**src/hdl/bcd_pkg.sv**
```systemverilog
package bcd_pkg;

	////////////////////////////////////////////////////////////
	// Operand geometry.
	////////////////////////////////////////////////////////////

	// Decimal digits per operand.
	localparam int bcd_digits = 4;
	// Bits per BCD digit.
	localparam int bcd_digit_w = 4;
	// Full operand width.
	localparam int bcd_word_w = bcd_digits * bcd_digit_w;

	////////////////////////////////////////////////////////////
	// Display source codes.
	////////////////////////////////////////////////////////////

	localparam int src_w = 3;
	// Nothing shown yet, after init.
	localparam logic [src_w-1:0] src_none = 3'd0;
	localparam logic [src_w-1:0] src_a = 3'd1;
	localparam logic [src_w-1:0] src_b = 3'd2;
	// Low four digits of the sum.
	localparam logic [src_w-1:0] src_sum_ls = 3'd3;
	// Carry digit of the sum.
	localparam logic [src_w-1:0] src_sum_ms = 3'd4;

	////////////////////////////////////////////////////////////
	// Controller state codes.
	////////////////////////////////////////////////////////////

	localparam int st_w = 3;
	localparam logic [st_w-1:0] st_init = 3'd0;
	localparam logic [st_w-1:0] st_load_a = 3'd1;
	localparam logic [st_w-1:0] st_display_a = 3'd2;
	localparam logic [st_w-1:0] st_load_b = 3'd3;
	localparam logic [st_w-1:0] st_display_b = 3'd4;
	localparam logic [st_w-1:0] st_display_ls = 3'd5;
	localparam logic [st_w-1:0] st_display_ms = 3'd6;

endpackage

```
**src/hdl/button_sync.sv**
```systemverilog
`timescale 1ns/1ps

module button_sync (
	input  logic clock,
	input  logic rst,
	// Raw front-panel buttons, asynchronous.
	input  logic load_a_btn,
	input  logic load_b_btn,
	input  logic display_ls_btn,
	input  logic display_ms_btn,
	// One-cycle pulses to the controller.
	output logic load_a_input,
	output logic load_b_input,
	output logic display_ls_input,
	output logic display_ms_input
);

	// Bit order for all vectors: ms, ls, b, a.
	logic [3:0] btn_raw;
	logic [3:0] btn_meta;
	logic [3:0] btn_sync;
	logic [3:0] btn_prev;
	logic [3:0] btn_pulse;

	assign btn_raw = {display_ms_btn, display_ls_btn, load_b_btn, load_a_btn};

	////////////////////////////////////////////////////////////
	// Two-flop synchronizer plus edge history.
	////////////////////////////////////////////////////////////

	always_ff @(posedge clock) begin
		if (rst) begin
			btn_meta <= '0;
			btn_sync <= '0;
			btn_prev <= '0;
		end else begin
			btn_meta <= btn_raw;
			btn_sync <= btn_meta;
			// Last synchronized level, for edge detection.
			btn_prev <= btn_sync;
		end
	end

	// Rising edge only, so a held button fires once.
	always_ff @(posedge clock) begin
		if (rst) begin
			btn_pulse <= '0;
		end else begin
			btn_pulse <= btn_sync & ~btn_prev;
		end
	end

	assign load_a_input     = btn_pulse[0];
	assign load_b_input     = btn_pulse[1];
	assign display_ls_input = btn_pulse[2];
	assign display_ms_input = btn_pulse[3];

endmodule

```
**src/hdl/bcd_digit_adder.sv**
```systemverilog
`timescale 1ns/1ps

module bcd_digit_adder (
	input  logic [3:0] a_digit,
	input  logic [3:0] b_digit,
	input  logic carry_in,
	output logic [3:0] sum_digit,
	output logic carry_out
);

	// Binary sum, at most 9 + 9 + 1 = 19.
	logic [4:0] raw_sum;
	// Raw sum after the decimal correction.
	logic [4:0] adj_sum;

	assign raw_sum = {1'b0, a_digit} + {1'b0, b_digit} + {4'b0, carry_in};

	always_comb begin
		if (raw_sum > 5'd9) begin
			// Skip the six unused codes 10 to 15.
			adj_sum = raw_sum + 5'd6;
			carry_out = 1'b1;
		end else begin
			adj_sum = raw_sum;
			carry_out = 1'b0;
		end
	end

	// Bit 4 of the corrected sum is the carry, already out.
	assign sum_digit = adj_sum[3:0];

endmodule

```
**src/hdl/bcd_add_controller.sv**
```systemverilog
`timescale 1ns/1ps

module bcd_add_controller (
	input  logic clock,
	input  logic rst,
	// Button pulses from the synchronizer.
	input  logic load_a_input,
	input  logic load_b_input,
	input  logic display_ls_input,
	input  logic display_ms_input,
	// Acknowledges back from the datapath.
	input  logic init_ack,
	input  logic load_a_ack,
	input  logic load_b_ack,
	input  logic display_a_ack,
	input  logic display_b_ack,
	input  logic display_ls_ack,
	input  logic display_ms_ack,
	// Request levels to the datapath.
	output logic init,
	output logic load_a,
	output logic load_b,
	output logic display_a,
	output logic display_b,
	output logic display_ls,
	output logic display_ms
);

	import bcd_pkg::*;

	logic [st_w-1:0] state;
	logic [st_w-1:0] state_next;
	// Target state chosen by the buttons.
	logic [st_w-1:0] btn_state;
	logic btn_any;

	////////////////////////////////////////////////////////////
	// Button priority.
	////////////////////////////////////////////////////////////

	// Display MS first, then LS, then B, then A.
	always_comb begin
		btn_any = 1'b1;
		if (display_ms_input) begin
			btn_state = st_display_ms;
		end else if (display_ls_input) begin
			btn_state = st_display_ls;
		end else if (load_b_input) begin
			btn_state = st_load_b;
		end else if (load_a_input) begin
			btn_state = st_load_a;
		end else begin
			btn_state = state;
			btn_any = 1'b0;
		end
	end

	////////////////////////////////////////////////////////////
	// Next state.
	////////////////////////////////////////////////////////////

	always_comb begin
		state_next = state;
		case (state)
			// Wait for the clear to finish, then take a button.
			st_init: begin
				if (init_ack && btn_any)
					state_next = btn_state;
			end
			// Loads fall through to their display once acknowledged.
			st_load_a: begin
				if (load_a_ack)
					state_next = st_display_a;
			end
			st_load_b: begin
				if (load_b_ack)
					state_next = st_display_b;
			end
			// Display states listen only once the display is written.
			// Earlier pulses are lost.
			st_display_a: begin
				if (display_a_ack && btn_any)
					state_next = btn_state;
			end
			st_display_b: begin
				if (display_b_ack && btn_any)
					state_next = btn_state;
			end
			st_display_ls: begin
				if (display_ls_ack && btn_any)
					state_next = btn_state;
			end
			st_display_ms: begin
				if (display_ms_ack && btn_any)
					state_next = btn_state;
			end
			// Unused code, recover.
			default: state_next = st_init;
		endcase
	end

	always_ff @(posedge clock) begin
		if (rst) begin
			state <= st_init;
		end else begin
			state <= state_next;
		end
	end

	////////////////////////////////////////////////////////////
	// Requests.
	////////////////////////////////////////////////////////////

	// Decoded from the state register only, so one-hot.
	assign init       = (state == st_init);
	assign load_a     = (state == st_load_a);
	assign load_b     = (state == st_load_b);
	assign display_a  = (state == st_display_a);
	assign display_b  = (state == st_display_b);
	assign display_ls = (state == st_display_ls);
	assign display_ms = (state == st_display_ms);

endmodule

```
**src/hdl/bcd_add_datapath.sv**
```systemverilog
`timescale 1ns/1ps

module bcd_add_datapath (
	input  logic clock,
	input  logic rst,
	// Requests from the controller.
	input  logic init,
	input  logic load_a,
	input  logic load_b,
	input  logic display_a,
	input  logic display_b,
	input  logic display_ls,
	input  logic display_ms,
	// Operand digits from the switch bank.
	input  logic [bcd_pkg::bcd_word_w-1:0] switches,
	// Acknowledges to the controller.
	output logic init_ack,
	output logic load_a_ack,
	output logic load_b_ack,
	output logic display_a_ack,
	output logic display_b_ack,
	output logic display_ls_ack,
	output logic display_ms_ack,
	// Display register.
	output logic [bcd_pkg::bcd_word_w-1:0] display_value,
	output logic [bcd_pkg::src_w-1:0] display_src
);

	import bcd_pkg::*;

	logic [bcd_word_w-1:0] op_a;
	logic [bcd_word_w-1:0] op_b;
	logic [bcd_word_w-1:0] sum_ls;
	logic [bcd_word_w-1:0] sum_ms;
	// Ripple carries, lowest digit first.
	logic [bcd_digits:0] carry;

	////////////////////////////////////////////////////////////
	// Adder ripple.
	////////////////////////////////////////////////////////////

	assign carry[0] = 1'b0;

	generate
		for (genvar i = 0; i < bcd_digits; i++) begin : gen_digit
			bcd_digit_adder u_digit (
				.a_digit   (op_a[i*bcd_digit_w +: bcd_digit_w]),
				.b_digit   (op_b[i*bcd_digit_w +: bcd_digit_w]),
				.carry_in  (carry[i]),
				.sum_digit (sum_ls[i*bcd_digit_w +: bcd_digit_w]),
				.carry_out (carry[i+1])
			);
		end
	endgenerate

	// Fifth digit is 0 or 1, shown in the lowest nibble.
	assign sum_ms = {{(bcd_word_w-1){1'b0}}, carry[bcd_digits]};

	////////////////////////////////////////////////////////////
	// Acknowledges and actions.
	////////////////////////////////////////////////////////////

	// Each ack is its request delayed one cycle.
	always_ff @(posedge clock) begin
		if (rst) begin
			init_ack       <= 1'b0;
			load_a_ack     <= 1'b0;
			load_b_ack     <= 1'b0;
			display_a_ack  <= 1'b0;
			display_b_ack  <= 1'b0;
			display_ls_ack <= 1'b0;
			display_ms_ack <= 1'b0;
		end else begin
			init_ack       <= init;
			load_a_ack     <= load_a;
			load_b_ack     <= load_b;
			display_a_ack  <= display_a;
			display_b_ack  <= display_b;
			display_ls_ack <= display_ls;
			display_ms_ack <= display_ms;
		end
	end

	// Actions fire on the edge that raises the ack.
	always_ff @(posedge clock) begin
		if (init && !init_ack) begin
			op_a <= '0;
			op_b <= '0;
		end else begin
			if (load_a && !load_a_ack)
				op_a <= switches;
			if (load_b && !load_b_ack)
				op_b <= switches;
		end
	end

	always_ff @(posedge clock) begin
		if (rst) begin
			display_value <= '0;
			display_src   <= src_none;
		end else if (init && !init_ack) begin
			display_value <= '0;
			display_src   <= src_none;
		end else if (display_a && !display_a_ack) begin
			display_value <= op_a;
			display_src   <= src_a;
		end else if (display_b && !display_b_ack) begin
			display_value <= op_b;
			display_src   <= src_b;
		end else if (display_ls && !display_ls_ack) begin
			display_value <= sum_ls;
			display_src   <= src_sum_ls;
		end else if (display_ms && !display_ms_ack) begin
			display_value <= sum_ms;
			display_src   <= src_sum_ms;
		end
	end

endmodule

```
**src/hdl/bcd_adder_top.sv**
```systemverilog
`timescale 1ns/1ps

module bcd_adder_top (
	input  logic clock,
	input  logic rst,
	// Front-panel buttons.
	input  logic load_a_btn,
	input  logic load_b_btn,
	input  logic display_ls_btn,
	input  logic display_ms_btn,
	// Four BCD digits.
	input  logic [bcd_pkg::bcd_word_w-1:0] switches,
	output logic [bcd_pkg::bcd_word_w-1:0] display_value,
	output logic [bcd_pkg::src_w-1:0] display_src
);

	// Button pulses.
	logic load_a_input;
	logic load_b_input;
	logic display_ls_input;
	logic display_ms_input;

	// Requests, controller to datapath.
	logic init;
	logic load_a;
	logic load_b;
	logic display_a;
	logic display_b;
	logic display_ls;
	logic display_ms;

	// Acknowledges, datapath to controller.
	logic init_ack;
	logic load_a_ack;
	logic load_b_ack;
	logic display_a_ack;
	logic display_b_ack;
	logic display_ls_ack;
	logic display_ms_ack;

	button_sync u_sync (
		.clock            (clock),
		.rst              (rst),
		.load_a_btn       (load_a_btn),
		.load_b_btn       (load_b_btn),
		.display_ls_btn   (display_ls_btn),
		.display_ms_btn   (display_ms_btn),
		.load_a_input     (load_a_input),
		.load_b_input     (load_b_input),
		.display_ls_input (display_ls_input),
		.display_ms_input (display_ms_input)
	);

	bcd_add_controller u_ctrl (
		.clock            (clock),
		.rst              (rst),
		.load_a_input     (load_a_input),
		.load_b_input     (load_b_input),
		.display_ls_input (display_ls_input),
		.display_ms_input (display_ms_input),
		.init_ack         (init_ack),
		.load_a_ack       (load_a_ack),
		.load_b_ack       (load_b_ack),
		.display_a_ack    (display_a_ack),
		.display_b_ack    (display_b_ack),
		.display_ls_ack   (display_ls_ack),
		.display_ms_ack   (display_ms_ack),
		.init             (init),
		.load_a           (load_a),
		.load_b           (load_b),
		.display_a        (display_a),
		.display_b        (display_b),
		.display_ls       (display_ls),
		.display_ms       (display_ms)
	);

	bcd_add_datapath u_dp (
		.clock          (clock),
		.rst            (rst),
		.init           (init),
		.load_a         (load_a),
		.load_b         (load_b),
		.display_a      (display_a),
		.display_b      (display_b),
		.display_ls     (display_ls),
		.display_ms     (display_ms),
		.switches       (switches),
		.init_ack       (init_ack),
		.load_a_ack     (load_a_ack),
		.load_b_ack     (load_b_ack),
		.display_a_ack  (display_a_ack),
		.display_b_ack  (display_b_ack),
		.display_ls_ack (display_ls_ack),
		.display_ms_ack (display_ms_ack),
		.display_value  (display_value),
		.display_src    (display_src)
	);

endmodule

```
**config.mk**
```make
export PLATFORM = sky130hd
export DESIGN_NAME = bcd_adder_top
export DESIGN_NICKNAME = d
export VERILOG_FILES = /design/src/hdl/bcd_pkg.sv /design/src/hdl/button_sync.sv /design/src/hdl/bcd_digit_adder.sv /design/src/hdl/bcd_add_controller.sv /design/src/hdl/bcd_add_datapath.sv /design/src/hdl/bcd_adder_top.sv
export SDC_FILE = /design/constraint.sdc
export NUM_CORES = 1
export LEC_CHECK = 0
export BUFFER_PORTS_ARGS = -buffer_cell sky130_fd_sc_hd__buf_4
export CAP_MARGIN = 20
export CELL_PAD_IN_SITES_DETAIL_PLACEMENT = 0
export CELL_PAD_IN_SITES_GLOBAL_PLACEMENT = 1
export CORE_MARGIN = 10
export CORE_UTILIZATION = 35
export CTS_BUF_LIST = sky130_fd_sc_hd__clkbuf_2
export CTS_CLUSTER_SIZE = 8
export DETAILED_ROUTE_END_ITERATION = 7
export PLACE_DENSITY = 0.73
export SETUP_SLACK_MARGIN = 0.02
export SLEW_MARGIN = 30
export SYNTH_ARGS = -nofsm -noshare
export SYNTH_HDL_FRONTEND = slang
export SYNTH_SLANG_ARGS = --single-unit
```
**constraint.sdc**
```tcl
create_clock -name clock -period 7.23 [get_ports clock]
set_input_delay 1.8075 -clock clock [delete_from_list [all_inputs] [get_ports clock]]
set_output_delay 1.8075 -clock clock [all_outputs]
set_load 0.05 [all_outputs]
```
==> Word level (Yosys, flattened, before mapping) <==
Cells that the tools add are included.
{ "classes": {"muxes": 32, "n_bitwise": 2, "multipliers": 0, "n_shift": 0, "div_mod_pow": 0, "addsub": 11, "magnitude_cmp": 4, "eq_ne": 13, "n_reduce_logical": 26} }
{ "op_table": {"columns": ["op", "count"], "rows": [
  ["two-way mux 16 bit", 4],
  ["two-way mux 3 bit", 11],
  ["one-hot mux 3 bit (7 select lines)", 1],
  ["adder 4 x 4 -> 5 bit", 4],
  ["> comparator 5 x 4 -> 1 bit (second input constant)", 4],
  ["adder 4 x 3 -> 4 bit (second input constant)", 4],
  ["two-way mux 4 bit", 4],
  ["adder 5 x 1 -> 5 bit", 3],
  ["inequality test 2 bit (second input constant)", 7],
  ["logical AND 1 bit", 12],
  ["== test 3 bit (second input constant)", 3],
  ["two-way mux 1 bit", 9],
  ["logical NOT 1 bit", 7],
  ["AND reduction 7 bit", 1],
  ["== test 3 x 2 -> 1 bit (second input constant)", 2],
  ["two-way mux 2 bit", 3],
  ["OR reduction 5 bit", 1],
  ["bitwise AND 4 bit", 1],
  ["NOT 4 bit", 1],
  ["nonzero test 4 bit", 1],
  ["== test 3 x 1 -> 1 bit (second input constant)", 1],
  ["logical NOT 3 bit", 1],
  ["nonzero test 3 bit", 1],
  ["OR reduction 3 bit", 1],
  ["OR reduction 2 bit", 1]
]} }
{ "word_totals": {"output_inout_bits": 19, "n_memories": 0, "ff_bits": 77, "romBits": 0, "mem_bits_rw": 0, "latchBits": 0} }

==> Longest topological paths before layout <==
Gate-level depths: netlist (run 1).
{ "depth": {"ltp_word": 16, "ltp_mapped": 34, "mapped_depth_nobuf": 33} }

==> Hierarchy <==
Synthesis (run 1) repeated with hierarchy kept, for this count alone.
{ "unflattened": {"hier_cells": 420, "hier_area_um2": 3863.7} }
{ "by_module_without_submodules": {"columns": ["module", "n_inst", "seq_area_each_um2", "area_per_inst_um2", "cells_each"], "rows": [
  ["bcd_add_datapath", 1, 1161.1, 2188.3, 256],
  ["bcd_digit_adder", 4, 0.0, 211.5, 22],
  ["button_sync", 1, 320.3, 461.7, 33],
  ["bcd_add_controller", 1, 60.1, 367.9, 43]
]} }

==> Worst setup path after synthesis (run 1) <==
OpenSTA, ideal clock, no wires.
{ "synth_path": {"path_kind": "register -> register", "from": "register u_dp.op_a[0]", "to": "register u_dp.display_value[13] (netlist bit)", "period_less_slack_ps": 6433, "setup_slack_ps": 797, "path_stages_with_launch": 33, "setup_ps": 58, "n_path_buf": 1, "arrival_time_ps": 6375, "path_cell_list": "dfxtp_1 ha_1 inv_1 fa_1 xor2_1 nand2_1 a21boi_0 fa_1 inv_1 fa_1 clkbuf_1 xnor2_1 nand2_1 a21boi_0 fa_1 inv_1 fa_1 a21oi_1 nor2_1 nor2_1 a21boi_0 fa_1 inv_1 fa_1 xor2_1 inv_1 ha_1 nand2_1 o31ai_1 nor3b_1 nand2_1 a41oi_1 o21a_1"} }
{ "synth_via": {"elab_chain_len": 15, "word_cells_on_any_way": 16, "cone_classes": "5 x add/sub; 4 x order compare; 7 x mux"} }
{ "synth_lines": {"columns": ["item", "line_no", "text"], "rows": [
  ["start, declared", "bcd_add_datapath.sv:31", "logic [bcd_word_w-1:0] op_a;"],
  ["start signal, assigned", "bcd_add_datapath.sv:91", "op_a <= switches;"],
  ["adder 4 x 4 -> 5 bit (*)", "bcd_digit_adder.sv:16", "assign raw_sum = {1'b0, a_digit} + {1'b0, b_digit} + {4'b0, carry_in};"],
  ["> comparator 5 x 4 -> 1 bit (*)", "bcd_digit_adder.sv:19", "if (raw_sum > 5'd9) begin"],
  ["two-way mux 1 bit (*)", "bcd_digit_adder.sv:19", null],
  ["adder 5 x 1 -> 5 bit (*)", "bcd_digit_adder.sv:16", null],
  ["> comparator 5 x 4 -> 1 bit (*)", "bcd_digit_adder.sv:19", null],
  ["two-way mux 1 bit (*)", "bcd_digit_adder.sv:19", null],
  ["adder 5 x 1 -> 5 bit (*)", "bcd_digit_adder.sv:16", null],
  ["> comparator 5 x 4 -> 1 bit (*)", "bcd_digit_adder.sv:19", null],
  ["two-way mux 1 bit (*)", "bcd_digit_adder.sv:19", null],
  ["adder 5 x 1 -> 5 bit (*)", "bcd_digit_adder.sv:16", null],
  ["adder 4 x 3 -> 4 bit / > comparator 5 x 4 -> 1 bit (equally long branches)", "bcd_digit_adder.sv:21, bcd_digit_adder.sv:19", null],
  ["two-way mux 4 bit (*)", "bcd_digit_adder.sv:19", null],
  ["two-way mux 16 bit (*)", "bcd_add_datapath.sv:110", "end else if (display_ls && !display_ls_ack) begin"],
  ["two-way mux 16 bit (*)", "bcd_add_datapath.sv:107", "end else if (display_b && !display_b_ack) begin"],
  ["two-way mux 16 bit (*)", "bcd_add_datapath.sv:104", "end else if (display_a && !display_a_ack) begin"],
  ["end signal, assigned", "bcd_add_datapath.sv:105", "display_value <= op_a;"],
  ["end signal, assigned", "bcd_add_datapath.sv:108", "display_value <= op_b;"],
  ["end signal, assigned", "bcd_add_datapath.sv:111", "display_value <= sum_ls;"],
  ["end, declared", "bcd_add_datapath.sv:25", "output logic [bcd_pkg::bcd_word_w-1:0] display_value,"]
]} }
Every way passes the cells marked *; elsewhere a longest branch is shown, timed or not.
A chain may end at the register's enable or synchronous reset.

==> Worst setup path after layout (run 1) <==
{ "layout_path": {"from": "register u_dp.op_b[2]", "to": "register u_dp.display_value[14] (netlist bit)"} }
{ "layout_via": {"elab_chain_len": 15, "word_cells_on_any_way": 16, "cone_classes": "5 x add/sub; 4 x order compare; 7 x mux"} }
{ "layout_lines": {"columns": ["item", "line_no", "text"], "rows": [
  ["start, declared", "bcd_add_datapath.sv:32", "logic [bcd_word_w-1:0] op_b;"],
  ["start signal, assigned", "bcd_add_datapath.sv:93", "op_b <= switches;"],
  ["adder 4 x 4 -> 5 bit (*)", "bcd_digit_adder.sv:16", null],
  ["> comparator 5 x 4 -> 1 bit (*)", "bcd_digit_adder.sv:19", null],
  ["two-way mux 1 bit (*)", "bcd_digit_adder.sv:19", null],
  ["adder 5 x 1 -> 5 bit (*)", "bcd_digit_adder.sv:16", null],
  ["> comparator 5 x 4 -> 1 bit (*)", "bcd_digit_adder.sv:19", null],
  ["two-way mux 1 bit (*)", "bcd_digit_adder.sv:19", null],
  ["adder 5 x 1 -> 5 bit (*)", "bcd_digit_adder.sv:16", null],
  ["> comparator 5 x 4 -> 1 bit (*)", "bcd_digit_adder.sv:19", null],
  ["two-way mux 1 bit (*)", "bcd_digit_adder.sv:19", null],
  ["adder 5 x 1 -> 5 bit (*)", "bcd_digit_adder.sv:16", null],
  ["adder 4 x 3 -> 4 bit / > comparator 5 x 4 -> 1 bit (equally long branches)", "bcd_digit_adder.sv:21, bcd_digit_adder.sv:19", null],
  ["two-way mux 4 bit (*)", "bcd_digit_adder.sv:19", null],
  ["two-way mux 16 bit (*)", "bcd_add_datapath.sv:110", null],
  ["two-way mux 16 bit (*)", "bcd_add_datapath.sv:107", null],
  ["two-way mux 16 bit (*)", "bcd_add_datapath.sv:104", null]
]} }
Marked as above.

==> impl_results.md, run 1 <==
- All-Layer GR Usage: 14.8%
- Core area: 0.0121 mm2
- Max-Cap Viols: 0
- Final hold violations: 0
- Syn_nets: 597
- First-pass GRT wire length: 20500 um
- Synthesized flop and latch total: 77
- Antenna fix cells: 0
- Vias in the first global route: 3959
- Cell Pwr Density: between 200 and 250 mW/mm2
- Reg-to-reg critical path startpoint: u_dp.op_b[2]
- Total number of vias: 4043
- Layout area overhead: 14.3%
- Slowest-stage cell, CP: fa_1
- Top Usage Layer GRT: met2
- Hold path start: u_sync.btn_prev[1]
- Reg2reg end: u_dp.display_value[14]
- R2R depth: 29
- Wirelength per Cell: between 15 and 20 um
- Post-CTS setup buffers: 0
- Worst-path clk slew: 0.25 ns
- DRT antenna net count: 0
- Clk_skew: 0.0683 ns
- Total negative slack: 0 ns
- Overflow after GRT: 0
- Critical path fanouts, max: 7
- Cells after synthesis: roughly 550
- Leak: 1.89 nW
- Routed WL: 12800 um
- Initial DRC Count: ~280
- NumNets Final: 627
- Worst EP arrival: 7.32 ns
- Worst path most repeated cell: fa_1
- Netlist cell types: 60
- Post-Syn Area: 0.00432 mm2
- Worst Hold Depth: 1
- Synth area leader: dfxtp_1
- Clk root buf: clkbuf_2
- Initial Util: ~36%
- Initial antenna violation count: 0
- DRC: 0
- Hold Path Class: register to register
- Unrepaired setup endpoints after global routing: false
- Met2 Track Usage GR: 25.2%
- WP data required: 7.78 ns
- Vias per cell: approximately 5.4
- Crit path max-delay family: adder cells
- Skew-Pair Late Insertion Delay: 0.65 ns
- Max Buffers Root-to-Sink: 2
- Worst path max stage delay: ~0.47 ns
- Die Wd: 131 um
- Buffers added on ports: 40
- Status: complete, no violations
- Final Slew Violations: 0
- WP buf/inv: 3
- Top cells by area, synth: dfxtp_1 36%, a21oi_1 8.5%, nand2_1 7.3%, ha_1 4.9%, nor2_1 4.1%
- Slew HR: 38.4%
- Die Footprint: around 0.017 mm2
- CTS tree: built
- Number of hold buffers added after cts: 0
- Fraction of layout cells with a size suffix above 1: 15.2%
- VDD IR max: 0.138 mV
- Num CTS Buffers: 9
- Crit end category: register
- Syn_area_per_cell: 7.85 um2
- Critical Path Start Type: register
- Reg-to-reg slack, setup: 0.46 ns
- Sequential area share after synthesis: 35.7%
- Dpl hpwl: slightly below 9000 um
- H-tree levels: 3
- Tmin final: 6.77 ns
- Initial DRT Pass Iterations: 5
- Sink of the worst hold path: u_sync.btn_pulse[1]
- Pin count of the biggest net entering global routing: 34
- GRT met3 Usage: approximately 3.6%
- Fmax: ~0.15 GHz
- Ys Warns: 0
- Die H: 131 um
- Num rows: 40
- I/O pin count: 41
- Fin util: 41.0%
- Post-synth top area share: 35.7%
- GPL Wtd Cong: 0.868
- Async S/R FF share, synth: 0%
- Worst Tran Pin Value: 0.920 ns
- Setup-failing EPs final: 0
- M1 GR Usage: ~17%
- Num Clock Sinks: 77
- Period utilisation layout: between 90% and 100%
- Crit Path Category: register to register
- Main synth FF type: dfxtp_1
- Post-synth EDFFs: 0
-- how the worst max path moves through the flow --
| stage | cells past startpoint | endpoint | start | slack, ns |
|---|---|---|---|---|
| 3_3_place_gp | 31 | u_dp.display_value[14] | u_dp.op_a[0] | 0.26 |
| 5_1_grt | 33 | u_dp.display_value[14] | u_dp.op_a[0] | 0.05 |
| 6_report | 29 | u_dp.display_value[14] | u_dp.op_b[2] | 0.46 |
| 3_5_place_dp | 31 | u_dp.display_value[14] | u_dp.op_b[0] | 0.001 |
| 2_1_floorplan | 32 | u_dp.display_value[13] | u_dp.op_a[0] | 0.80 |
| 4_1_cts | 32 | u_dp.display_value[14] | u_dp.op_b[0] | 0.09 |
-- where the power goes --
group	internal, mW	switching (mW)	total [mW]
registers	0.460	0.0373	0.497
clock network	0.0897	0.188	0.278
logic	0.146	0.277	0.423
-- logic make-up (layout without fill, tap and decap cells) --
group | Yosys count | count (layout) | synth area share, %
buf+inv | 56 | 91 | 5.44
xor+xnor | 7 | 7 | 1.42
fa+ha+maj | 24 | 24 | 8.16
simple gates | 219 | 219 | 24.7
compound gates | 157 | 157 | 22.1
flops | 77 | 77 | 35.7
mux | 11 | 11 | 2.60
-- cell type report --
type | count | area, um2
fillers | 1269 | 7120
multi-input cells | 418 | 2590
flip-flops and latches | 77 | 1540
repair buffers | 49 | 368
well taps | 168 | 210
inverters | 26 | 97.6
clock inverters | 7 | 87.6
clock buffers | 9 | 45.0
-- through the flow --
| stage | hold WS [ns] | cell area, um2 | worst slack [ns] | std cells | total power, mW |
|---|---|---|---|---|---|
| after floorplan | 0.367 | 4320 | 0.797 | 551 | 0.798 |
| after CTS | 0.406 | 4910 | 0.0907 | 754 | 1.20 |
| after global routing | 0.412 | 4940 | 0.0477 | 754 | 1.27 |
| after detailed placement | 0.377 | 4760 | 0.00117 | 738 | 0.918 |
| after global placement | 0.372 | 4760 | 0.256 | 738 | 0.912 |
| final | 0.403 | 4940 | 0.456 | 754 | 1.20 |
-- sequential cells by signal (all words and copies together), names as in the netlist --
| signal | count |
|---|---|
| u_dp.init_ack | 1 |
| u_dp.display_ls_ack | 1 |
| u_sync.btn_prev | 4 |
| u_dp.display_a_ack | 1 |
| u_dp.load_b_ack | 1 |
| u_dp.display_src | 3 |
| u_sync.btn_pulse | 4 |
| u_dp.display_ms_ack | 1 |
| u_dp.display_value | 16 |
| u_dp.display_b_ack | 1 |
| u_dp.load_a_ack | 1 |
| u_dp.op_b | 16 |
| u_dp.op_a | 16 |
| u_ctrl.state | 3 |
| u_sync.btn_sync | 4 |
| u_sync.btn_meta | 4 |
-- cells in the mapped netlist (4+ instances only) --
cell and number:
a211oi_1 4, a21boi_0 6, a21o_1 5, a21oi_1 73, a221oi_1 6, a31oi_1 6, buf_2 8, clkbuf_1 18
dfxtp_1 77, fa_1 7, ha_1 17, inv_1 25, mux2i_1 9, nand2_1 84, nand2b_1 8, nand3_1 4
nor2_1 47, nor2b_1 24, nor3_1 24, o21ai_0 24, o31ai_1 6, or3_1 4, xnor2_1 4
-- cells in the final DEF (no fill, tap or decap), types with 17 or more instances in the layout --
| master | n |
|---|---|
| dfxtp_1 | 76 |
| ha_1 | 17 |
| buf_4 | 49 |
| nand2_1 | 84 |
| o21ai_0 | 24 |
| inv_1 | 25 |
| nor3_1 | 24 |
| nor2b_1 | 24 |
| nor2_1 | 46 |
| a21oi_1 | 72 |
-- worst register-to-register path, delay by kind of cell, from the launching register on --
kind                       cells  cell delay [ns]
adders and majority gates      6             2.49
xor gates and xnor gates       3             0.79
and+or+nand+nor                8             1.44
buffers and inverters          3             0.40
DFF                            1             0.39
AOI/OAI and AO/OA              9             1.21
-- what timing repair did --
action	in CTS	in global routing
endpoints found under the setup margin	2	4
endpoints found under the hold margin	0	0
gates resized for setup	3	10
-- routing by layer --
metal  vias to the layer above  wire [um]  share of wire, %
li1                       1979          -                 -
met1                      1927       5570                44
met2                       121       6290                49
met3                        16        735               5.7
met4                         0        207               1.6
met5                         -          0                 0
Power figures use the tool's default switching activity.
==> run 2, diff against run 1 <==
Settings changed: ABC_AREA from default to 1, PLACE_DENSITY 0.73 to 0.74.
==> run 2 against run 1 <==
  * Count of clock-buffer cells in the layout stayed put
  * Highest routed layer unchanged
  * Final cell count down 7.2%
  * Synthesized cell count fell by 4.7%
  * Wire length down 22%
  * Global-route usage is 0.85 points lower
  * Combinational power is 54% higher
  * First-iteration DRC count is 37% lower
  * Clock skew decreased by 0.040 ns
  * Largest cell class unchanged
  * Non-clock buffer count fell by 7
  * Register-to-register slack better by 0.21 ns
==> impl_results.md, run 2 <==
- Post-CTS setup buffers: 0 (unchanged)
- NumNets Final: 605 (-3.5%)
- I/O pin count: 41 (unchanged)
- Worst path max stage delay: 0.49 ns (+0.02 ns)
- Critical Path Start: u_dp.op_b[0]
- Dpl hpwl: 6850 um (-23%)
- Num Clock Sinks: 77 (unchanged)
- DRT antenna net count: 0 (unchanged)
- Max Buffers Root-to-Sink: 2 (unchanged)
- Unrepaired setup endpoints after global routing: false
- Syn_area_per_cell: 7.23 um2 (-7.9%)
- First-pass GRT wire length: 16700 um (-19%)
- GPL Wtd Cong: 0.811 (-6.6%)
- Vias in the first global route: 3388 (-14%)
- Die H: 124 um (-5.4%)
- # fillers: 1089 (-14%)
- Setup-failing EPs final: 0 (unchanged)
- Final Slew Violations: 0 (unchanged)
- Commonest cells post-synth: 97 x nand2_1, 80 x nor2_1, 77 x dfxtp_1
- Post-Syn Area: 0.00379 mm2 (-12%)
- Top cells by area, synth: dfxtp_1 41%, nand2_1 9.6%, nor2_1 7.9%, inv_1 7.0%, o21ai_0 6.1%
- Crit end category: register
- Worst path most repeated cell: nand2_1
- Period utilisation layout: 90.8% (-2.9 points)
- Slowest-stage cell, CP: fa_1
- Tmin final: 6.57 ns (-0.209 ns)
- Overflow after GRT: 0 (unchanged)
- Slew HR: 43.6% (+5.2 points)
- Die Wd: 124 um (-5.4%)
- Synthesized flop and latch total: 77 (unchanged)
- Most frequent cells in the layout: 96 x nand2_1, 80 x nor2_1, 76 x dfxtp_1, 71 x inv_1, 46 x o21ai_0
- Fraction of layout cells with a size suffix above 1: 14.5% (-0.65 points)
- All-Layer GR Usage: 13.9% (-0.85 points)
- Critical Path Start Type: register
- Worst EP arrival: 7.09 ns (-0.23 ns)
- R2R depth: 38 (+31%)
- Leak: 2.13 nW (+13%)
- Num CTS Buffers: 9 (unchanged)
- Most common cell in the synthesized netlist: nand2_1
- Syn_nets: 571 (-4.4%)
- Wirelength per Cell: 14.2 um (-16%)
- Crit Path Category: register to register
- Design area: 0.00434 mm2 (-12%)
- Multi-input logic area: 0.00191 mm2 (-26%)
- Post-synth top area share: 40.6% (+5.0 points)
- Clk_skew: 0.0280 ns (-0.0403 ns)
- Reg-to-reg critical path startpoint: u_dp.op_b[0]
- Sequential area share after synthesis: 40.6% (+5.0 points)
- Final hold violations: 0 (unchanged)
- WP data required: 7.75 ns (-0.03 ns)
- Max-Cap Viols: 0 (unchanged)
- Initial DRT Pass Iterations: 4 (-1)
- Reg area: 0.00154 mm2 (unchanged)
- Cell Pwr Density: 340 mW/mm2 (+40%)
- Layout area overhead: 14.5%
- Skew-Pair Late Insertion Delay: 0.58 ns (-0.07 ns)
- Vias per cell: 4.86 (-9.4%)
- Async S/R FF share, synth: 0% (unchanged)
- Most common cell after layout, fill and taps aside: nand2_1
- VDD IR max: 0.325 mV (+140%)
- Pin count of the biggest net entering global routing: 35 (+2.9%)
- Die Footprint: 0.0154 mm2 (-10%)
- Placed instance area: 0.00419 mm2 (-12%)
- Cells after synthesis: 525 (-4.7%)
- Synth area leader: dfxtp_1
- Worst setup endpoint: u_dp.display_value[0]
- Antenna fix cells: 0 (unchanged)
- Worst-path clk slew: 0.24 ns (about the same)
- Top flop regs: u_dp.display_value: 16 flops, u_dp.op_a: 16 flops, u_dp.op_b: 16 flops
- Routed WL: 9970 um (-22%)
- Total negative slack: 0 ns (unchanged)
- Ys Warns: 0 (unchanged)
- Initial DRC Count: 180 (-37%)
- Worst Tran Pin Value: 0.845 ns (-0.0750 ns)
- Initial Util: 36.3% (+0.42 points)
- Core area: 0.0105 mm2 (-13%)
- Reg2reg end: u_dp.display_value[0]
- Critical path fanouts, max: 4 (-3)
- Number of hold buffers added after cts: 0 (unchanged)
- CTS tree: built
- Hold Path Class: register to register
- Num rows: 37 (-7.5%)
- Status: complete, no violations
- Initial antenna violation count: 0 (unchanged)
- Total number of vias: 3401 (-16%)
- Hold Slack: 0.405 ns (+0.00191 ns)
- DRC: 0 (unchanged)
- Clk root buf: clkbuf_2
- Netlist cell types: 31 (-48%)
- Reg-to-reg slack, setup: 0.66 ns (+0.21 ns)
- Fmax: 0.152 GHz (+3.2%)
- Buffers added on ports: 40 (unchanged)
- Main synth FF type: dfxtp_1
- Post-synth EDFFs: 0 (unchanged)
- H-tree levels: 3 (unchanged)
-- run 2: stage by stage --
| step | worst slack (ns) | util [%] | cells | power (mW) |
|---|---|---|---|---|
| 3_5_place_dp | 0.632 | 40.1 | 684 | 1.22 |
| 3_3_place_gp | 0.980 | 40.0 | 684 | 1.20 |
| 6_report | 0.664 | 41.5 | 700 | 1.47 |
| 2_1_floorplan | 1.34 | - | 525 | 1.04 |
| 5_1_grt | 0.0242 | 41.5 | 700 | 1.61 |
| 4_1_cts | 0.583 | 41.3 | 700 | 1.48 |
-- run 2: critical path, delay by kind of cell, from the launching register on --
kind | cells | cell delay [ns]
compound gates | 3 | 0.44
flops | 1 | 0.39
xor+xnor | 2 | 0.39
fa+ha+maj | 9 | 2.90
buf+inv | 8 | 0.65
simple gates | 16 | 1.74
-- run 2: cell families after synthesis --
| logic type | after synthesis | synth area share [%] |
|---|---|---|
| AO/OA/AOI/OAI | 78 | 10.7 |
| XOR/XNOR | 3 | 0.693 |
| adder cells (fa/ha/maj) | 24 | 9.30 |
| buffers and inverters | 93 | 9.73 |
| flip-flops | 77 | 40.6 |
| AND/OR/NAND/NOR | 250 | 29.0 |
-- run 2: worst min-delay path by stage --
stage                  startpoint                   to  slack (ns)  depth (start not counted)
4_1_cts        u_sync.btn_prev[3]  u_sync.btn_pulse[3]        0.41                          1
2_1_floorplan  u_sync.btn_prev[3]  u_sync.btn_pulse[3]        0.37                          1
3_5_place_dp   u_sync.btn_prev[3]  u_sync.btn_pulse[3]        0.38                          1
6_report       u_sync.btn_prev[3]  u_sync.btn_pulse[3]        0.41                          1
5_1_grt        u_sync.btn_prev[3]  u_sync.btn_pulse[3]        0.43                          1
3_3_place_gp   u_sync.btn_prev[3]  u_sync.btn_pulse[3]        0.38                          1
-- run 2: repair_timing --
item,4_1_cts,5_1_grt
endpoints found under the setup margin,0,4
hold endpoints to repair,0,0
resized for setup,0,5
-- run 2: final cells by class --
cell class | instances | area share [%]
clock buffer | 9 | 1.04
clock inverter | 7 | 1.84
inverter | 74 | 6.42
multi-input combinational | 355 | 44.0
sequential | 77 | 35.5
tap | 136 | 3.92
timing repair buffer | 42 | 7.26
-- run 2: routing by layer --
metal	vias to the layer above	wire [um]	track usage, %
met3	15	630	3.94
met1	1580	4500	17.6
met2	70	4710	22.1
met5	-	0	0
li1	1736	-	-
met4	0	132	5.18
-- run 2: power breakdown --
part	leakage [nW]	switching [mW]	internal, mW
Sequential	0.626	0.0659	0.501
Clock	0.0695	0.172	0.0839
Combinational	1.43	0.449	0.203
==> run 3, diff against run 2 <==
Settings changed: CELL_PAD_IN_SITES_DETAIL_PLACEMENT 0 to default, CELL_PAD_IN_SITES_GLOBAL_PLACEMENT 1 to default, PLACE_DENSITY 0.74 to 0.59.
==> run 3 against run 2 <==
  * Critical path depth did not move
  * Clock power barely moved
  * Global-route usage fell by 0.69 points
  * Utilization barely moved
  * Sequential share of layout area barely moved
  * Sequential power barely moved
  * Wire length fell by 2.0%
  * Via count rose by 1.4%
  * Setup slack improved by 0.023 ns
  * Register-to-register slack improved by 0.02 ns
==> impl_results.md, run 3 (synthesis gave the netlist of run 2 again) <==
- NumNets Final: 605 (unchanged)
- Pre-CTS setup slack: 0.683 ns (+0.0512 ns)
- Net Sw Frac: 46.6% (+0.057 points)
- Sw power: 688 uW (+0.23%)
- Max Buffers Root-to-Sink: 2 (unchanged)
- Die Wd: 124 um (unchanged)
- Total negative slack: 0 ns (unchanged)
- Buffers added on ports: 40 (unchanged)
- First-pass GRT wire length: 16300 um (-2.4%)
- Most common cell after layout, fill and taps aside: nand2_1
- Initial DRT Pass Iterations: 5 (+1)
- WP data required: 7.70 ns (-0.05 ns)
- Max-Cap Viols: 0 (unchanged)
- Critical path fanouts, max: 4 (unchanged)
- Hold path start: u_sync.btn_prev[3]
- Post-CTS setup buffers: 0 (unchanged)
- Worst-path clk slew: 0.24 ns (about the same)
- Vias per cell: 4.92 (+1.4%)
- Layout area overhead: 14.5% (about the same)
- Num CTS Buffers: 9 (unchanged)
- Reg-to-reg critical path startpoint: u_dp.op_a[0]
- Num Clock Sinks: 77 (unchanged)
- Num rows: 37 (unchanged)
- Fin util: 41.5% (about the same)
- Die H: 124 um (unchanged)
- Reg area: 0.00154 mm2 (about the same)
- Status: complete, no violations
- Clock power share: 17.4% (about the same)
- Core area: 0.0105 mm2 (unchanged)
- Most frequent cells in the layout: 96 x nand2_1, 80 x nor2_1, 77 x dfxtp_1, 71 x inv_1, 46 x o21ai_0
- Clk_skew: 0.0233 ns (-0.00473 ns)
- Final worst slack: 0.687 ns (+0.0230 ns)
- Slowest-stage cell, CP: fa_1
- Initial Util: 36.3% (unchanged)
- Initial antenna violation count: 0 (unchanged)
- Worst Hold Depth: 1 (unchanged)
- R2R depth: 38 (unchanged)
- Cell Pwr Density: 340 mW/mm2 (+0.14%)
- Worst path most repeated cell: nand2_1
- Crit Path Category: register to register
- Fraction of layout cells with a size suffix above 1: 14.4% (-0.18 points)
- Setup-failing EPs final: 0 (unchanged)
- Worst Tran Pin Value: 0.843 ns (-0.00199 ns)
- All-Layer GR Usage: 13.2% (-0.69 points)
- Unrepaired setup endpoints after global routing: false
- Final Slew Violations: 0 (unchanged)
- H-tree levels: 3 (unchanged)
- Antenna fix cells: 0 (unchanged)
- Multi-input logic area: 0.00191 mm2 (unchanged)
- Final hold violations: 0 (unchanged)
- Skew-Pair Late Insertion Delay: 0.55 ns (-0.03 ns)
- Tmin final: 6.54 ns (-0.0230 ns)
- Total number of vias: 3447 (+1.4%)
- Period utilisation layout: 90.5% (-0.32 points)
- Dpl hpwl: 6780 um (-1.0%)
- Overflow after GRT: 0 (unchanged)
- Routed WL: 9760 um (-2.0%)
- Initial DRC Count: 210 (+17%)
- Top flop regs: u_dp.display_value: 16 flops, u_dp.op_a: 16 flops, u_dp.op_b: 16 flops
- Worst EP arrival: 7.01 ns (-0.08 ns)
- Wirelength per Cell: 13.9 um (-2.0%)
- Comb pwr share: 44.2% (about the same)
- CTS tree: built
- Crit end category: register
- Critical Path Start Type: register
- # fillers: 1123 (+3.1%)
- Leak: 2.13 nW (about the same)
- Critical Path Start: u_dp.op_a[0]
- Fmax: 0.153 GHz (+0.35%)
- Cell Int Power: 788 uW (about the same)
- VDD IR max: 0.179 mV (-45%)
- DRC: 0 (unchanged)
- Worst path max stage delay: 0.48 ns (about the same)
- Clk root buf: clkbuf_2
- Hold Path Class: register to register
- Die Footprint: 0.0154 mm2 (unchanged)
- I/O pin count: 41 (unchanged)
- GPL Wtd Cong: 0.835 (+2.9%)
- DRT antenna net count: 0 (unchanged)
- Share of power burned in registers: 38.5% (about the same)
- Slew HR: 43.7% (+0.13 points)
- Pin count of the biggest net entering global routing: 35 (unchanged)
- Vias in the first global route: 3315 (-2.2%)
==> run 3: layer usage <==
layer,track usage (%),vias up,part of all wire (%)
li1,-,1731,-
met1,17.1,1620,47
met2,20.9,82,45
met3,3.98,14,6.4
met4,3.81,0,1.6
met5,0,-,0
==> run 3: layout make-up <==
type / count / share of cell area, %
Tap cell: 136 / 3.92
Clock inverter: 7 / 1.84
Multi-Input combinational cell: 355 / 44.0
Sequential cell: 77 / 35.5
Timing Repair Buffer: 42 / 7.26
Clock buffer: 9 / 1.04
Inverter: 74 / 6.42
==> run 3: worst max-delay path: cells and delay by family (launching register included) <==
family / cells / cell delay [ns]
buffers and inverters: 9 / 0.70
AOI/OAI and AO/OA: 3 / 0.64
DFF: 1 / 0.41
xor gates and xnor gates: 1 / 0.18
adders and majority gates: 9 / 2.90
and+or+nand+nor: 16 / 1.63
==> run 3: per-stage QoR <==
step           hold WS [ns]  total power [mW]  instance area [um2]  std cells
2_1_floorplan         0.373              1.04                 3790        525
3_3_place_gp          0.379              1.19                 4190        684
3_5_place_dp          0.382              1.21                 4190        684
4_1_cts               0.411              1.47                 4310        700
5_1_grt               0.414              1.60                 4340        700
6_report              0.405              1.48                 4340        700
==> run 3: path summary, 6_finish.rpt <==
kind	to	slack, ns
hold / removal	u_sync.btn_pulse[3]	0.41
setup / recovery	u_dp.display_value[15]	0.69
hold reg to reg	u_sync.btn_pulse[3]	0.41
setup reg to reg	u_dp.display_value[15]	0.69
==> run 3: power groups by stage <==
stage	logic (mW)	registers [mW]	clock network, mW
2_1_floorplan	0.471	0.572	0
3_3_place_gp	0.616	0.573	0
3_5_place_dp	0.635	0.575	0
4_1_cts	0.638	0.567	0.269
5_1_grt	0.737	0.578	0.284
6_report	0.653	0.568	0.256
==> run 3: repair_timing <==
item,CTS,global route
gates resized for setup,0,4
hold buffers,0,0
endpoints found under the setup margin,0,4
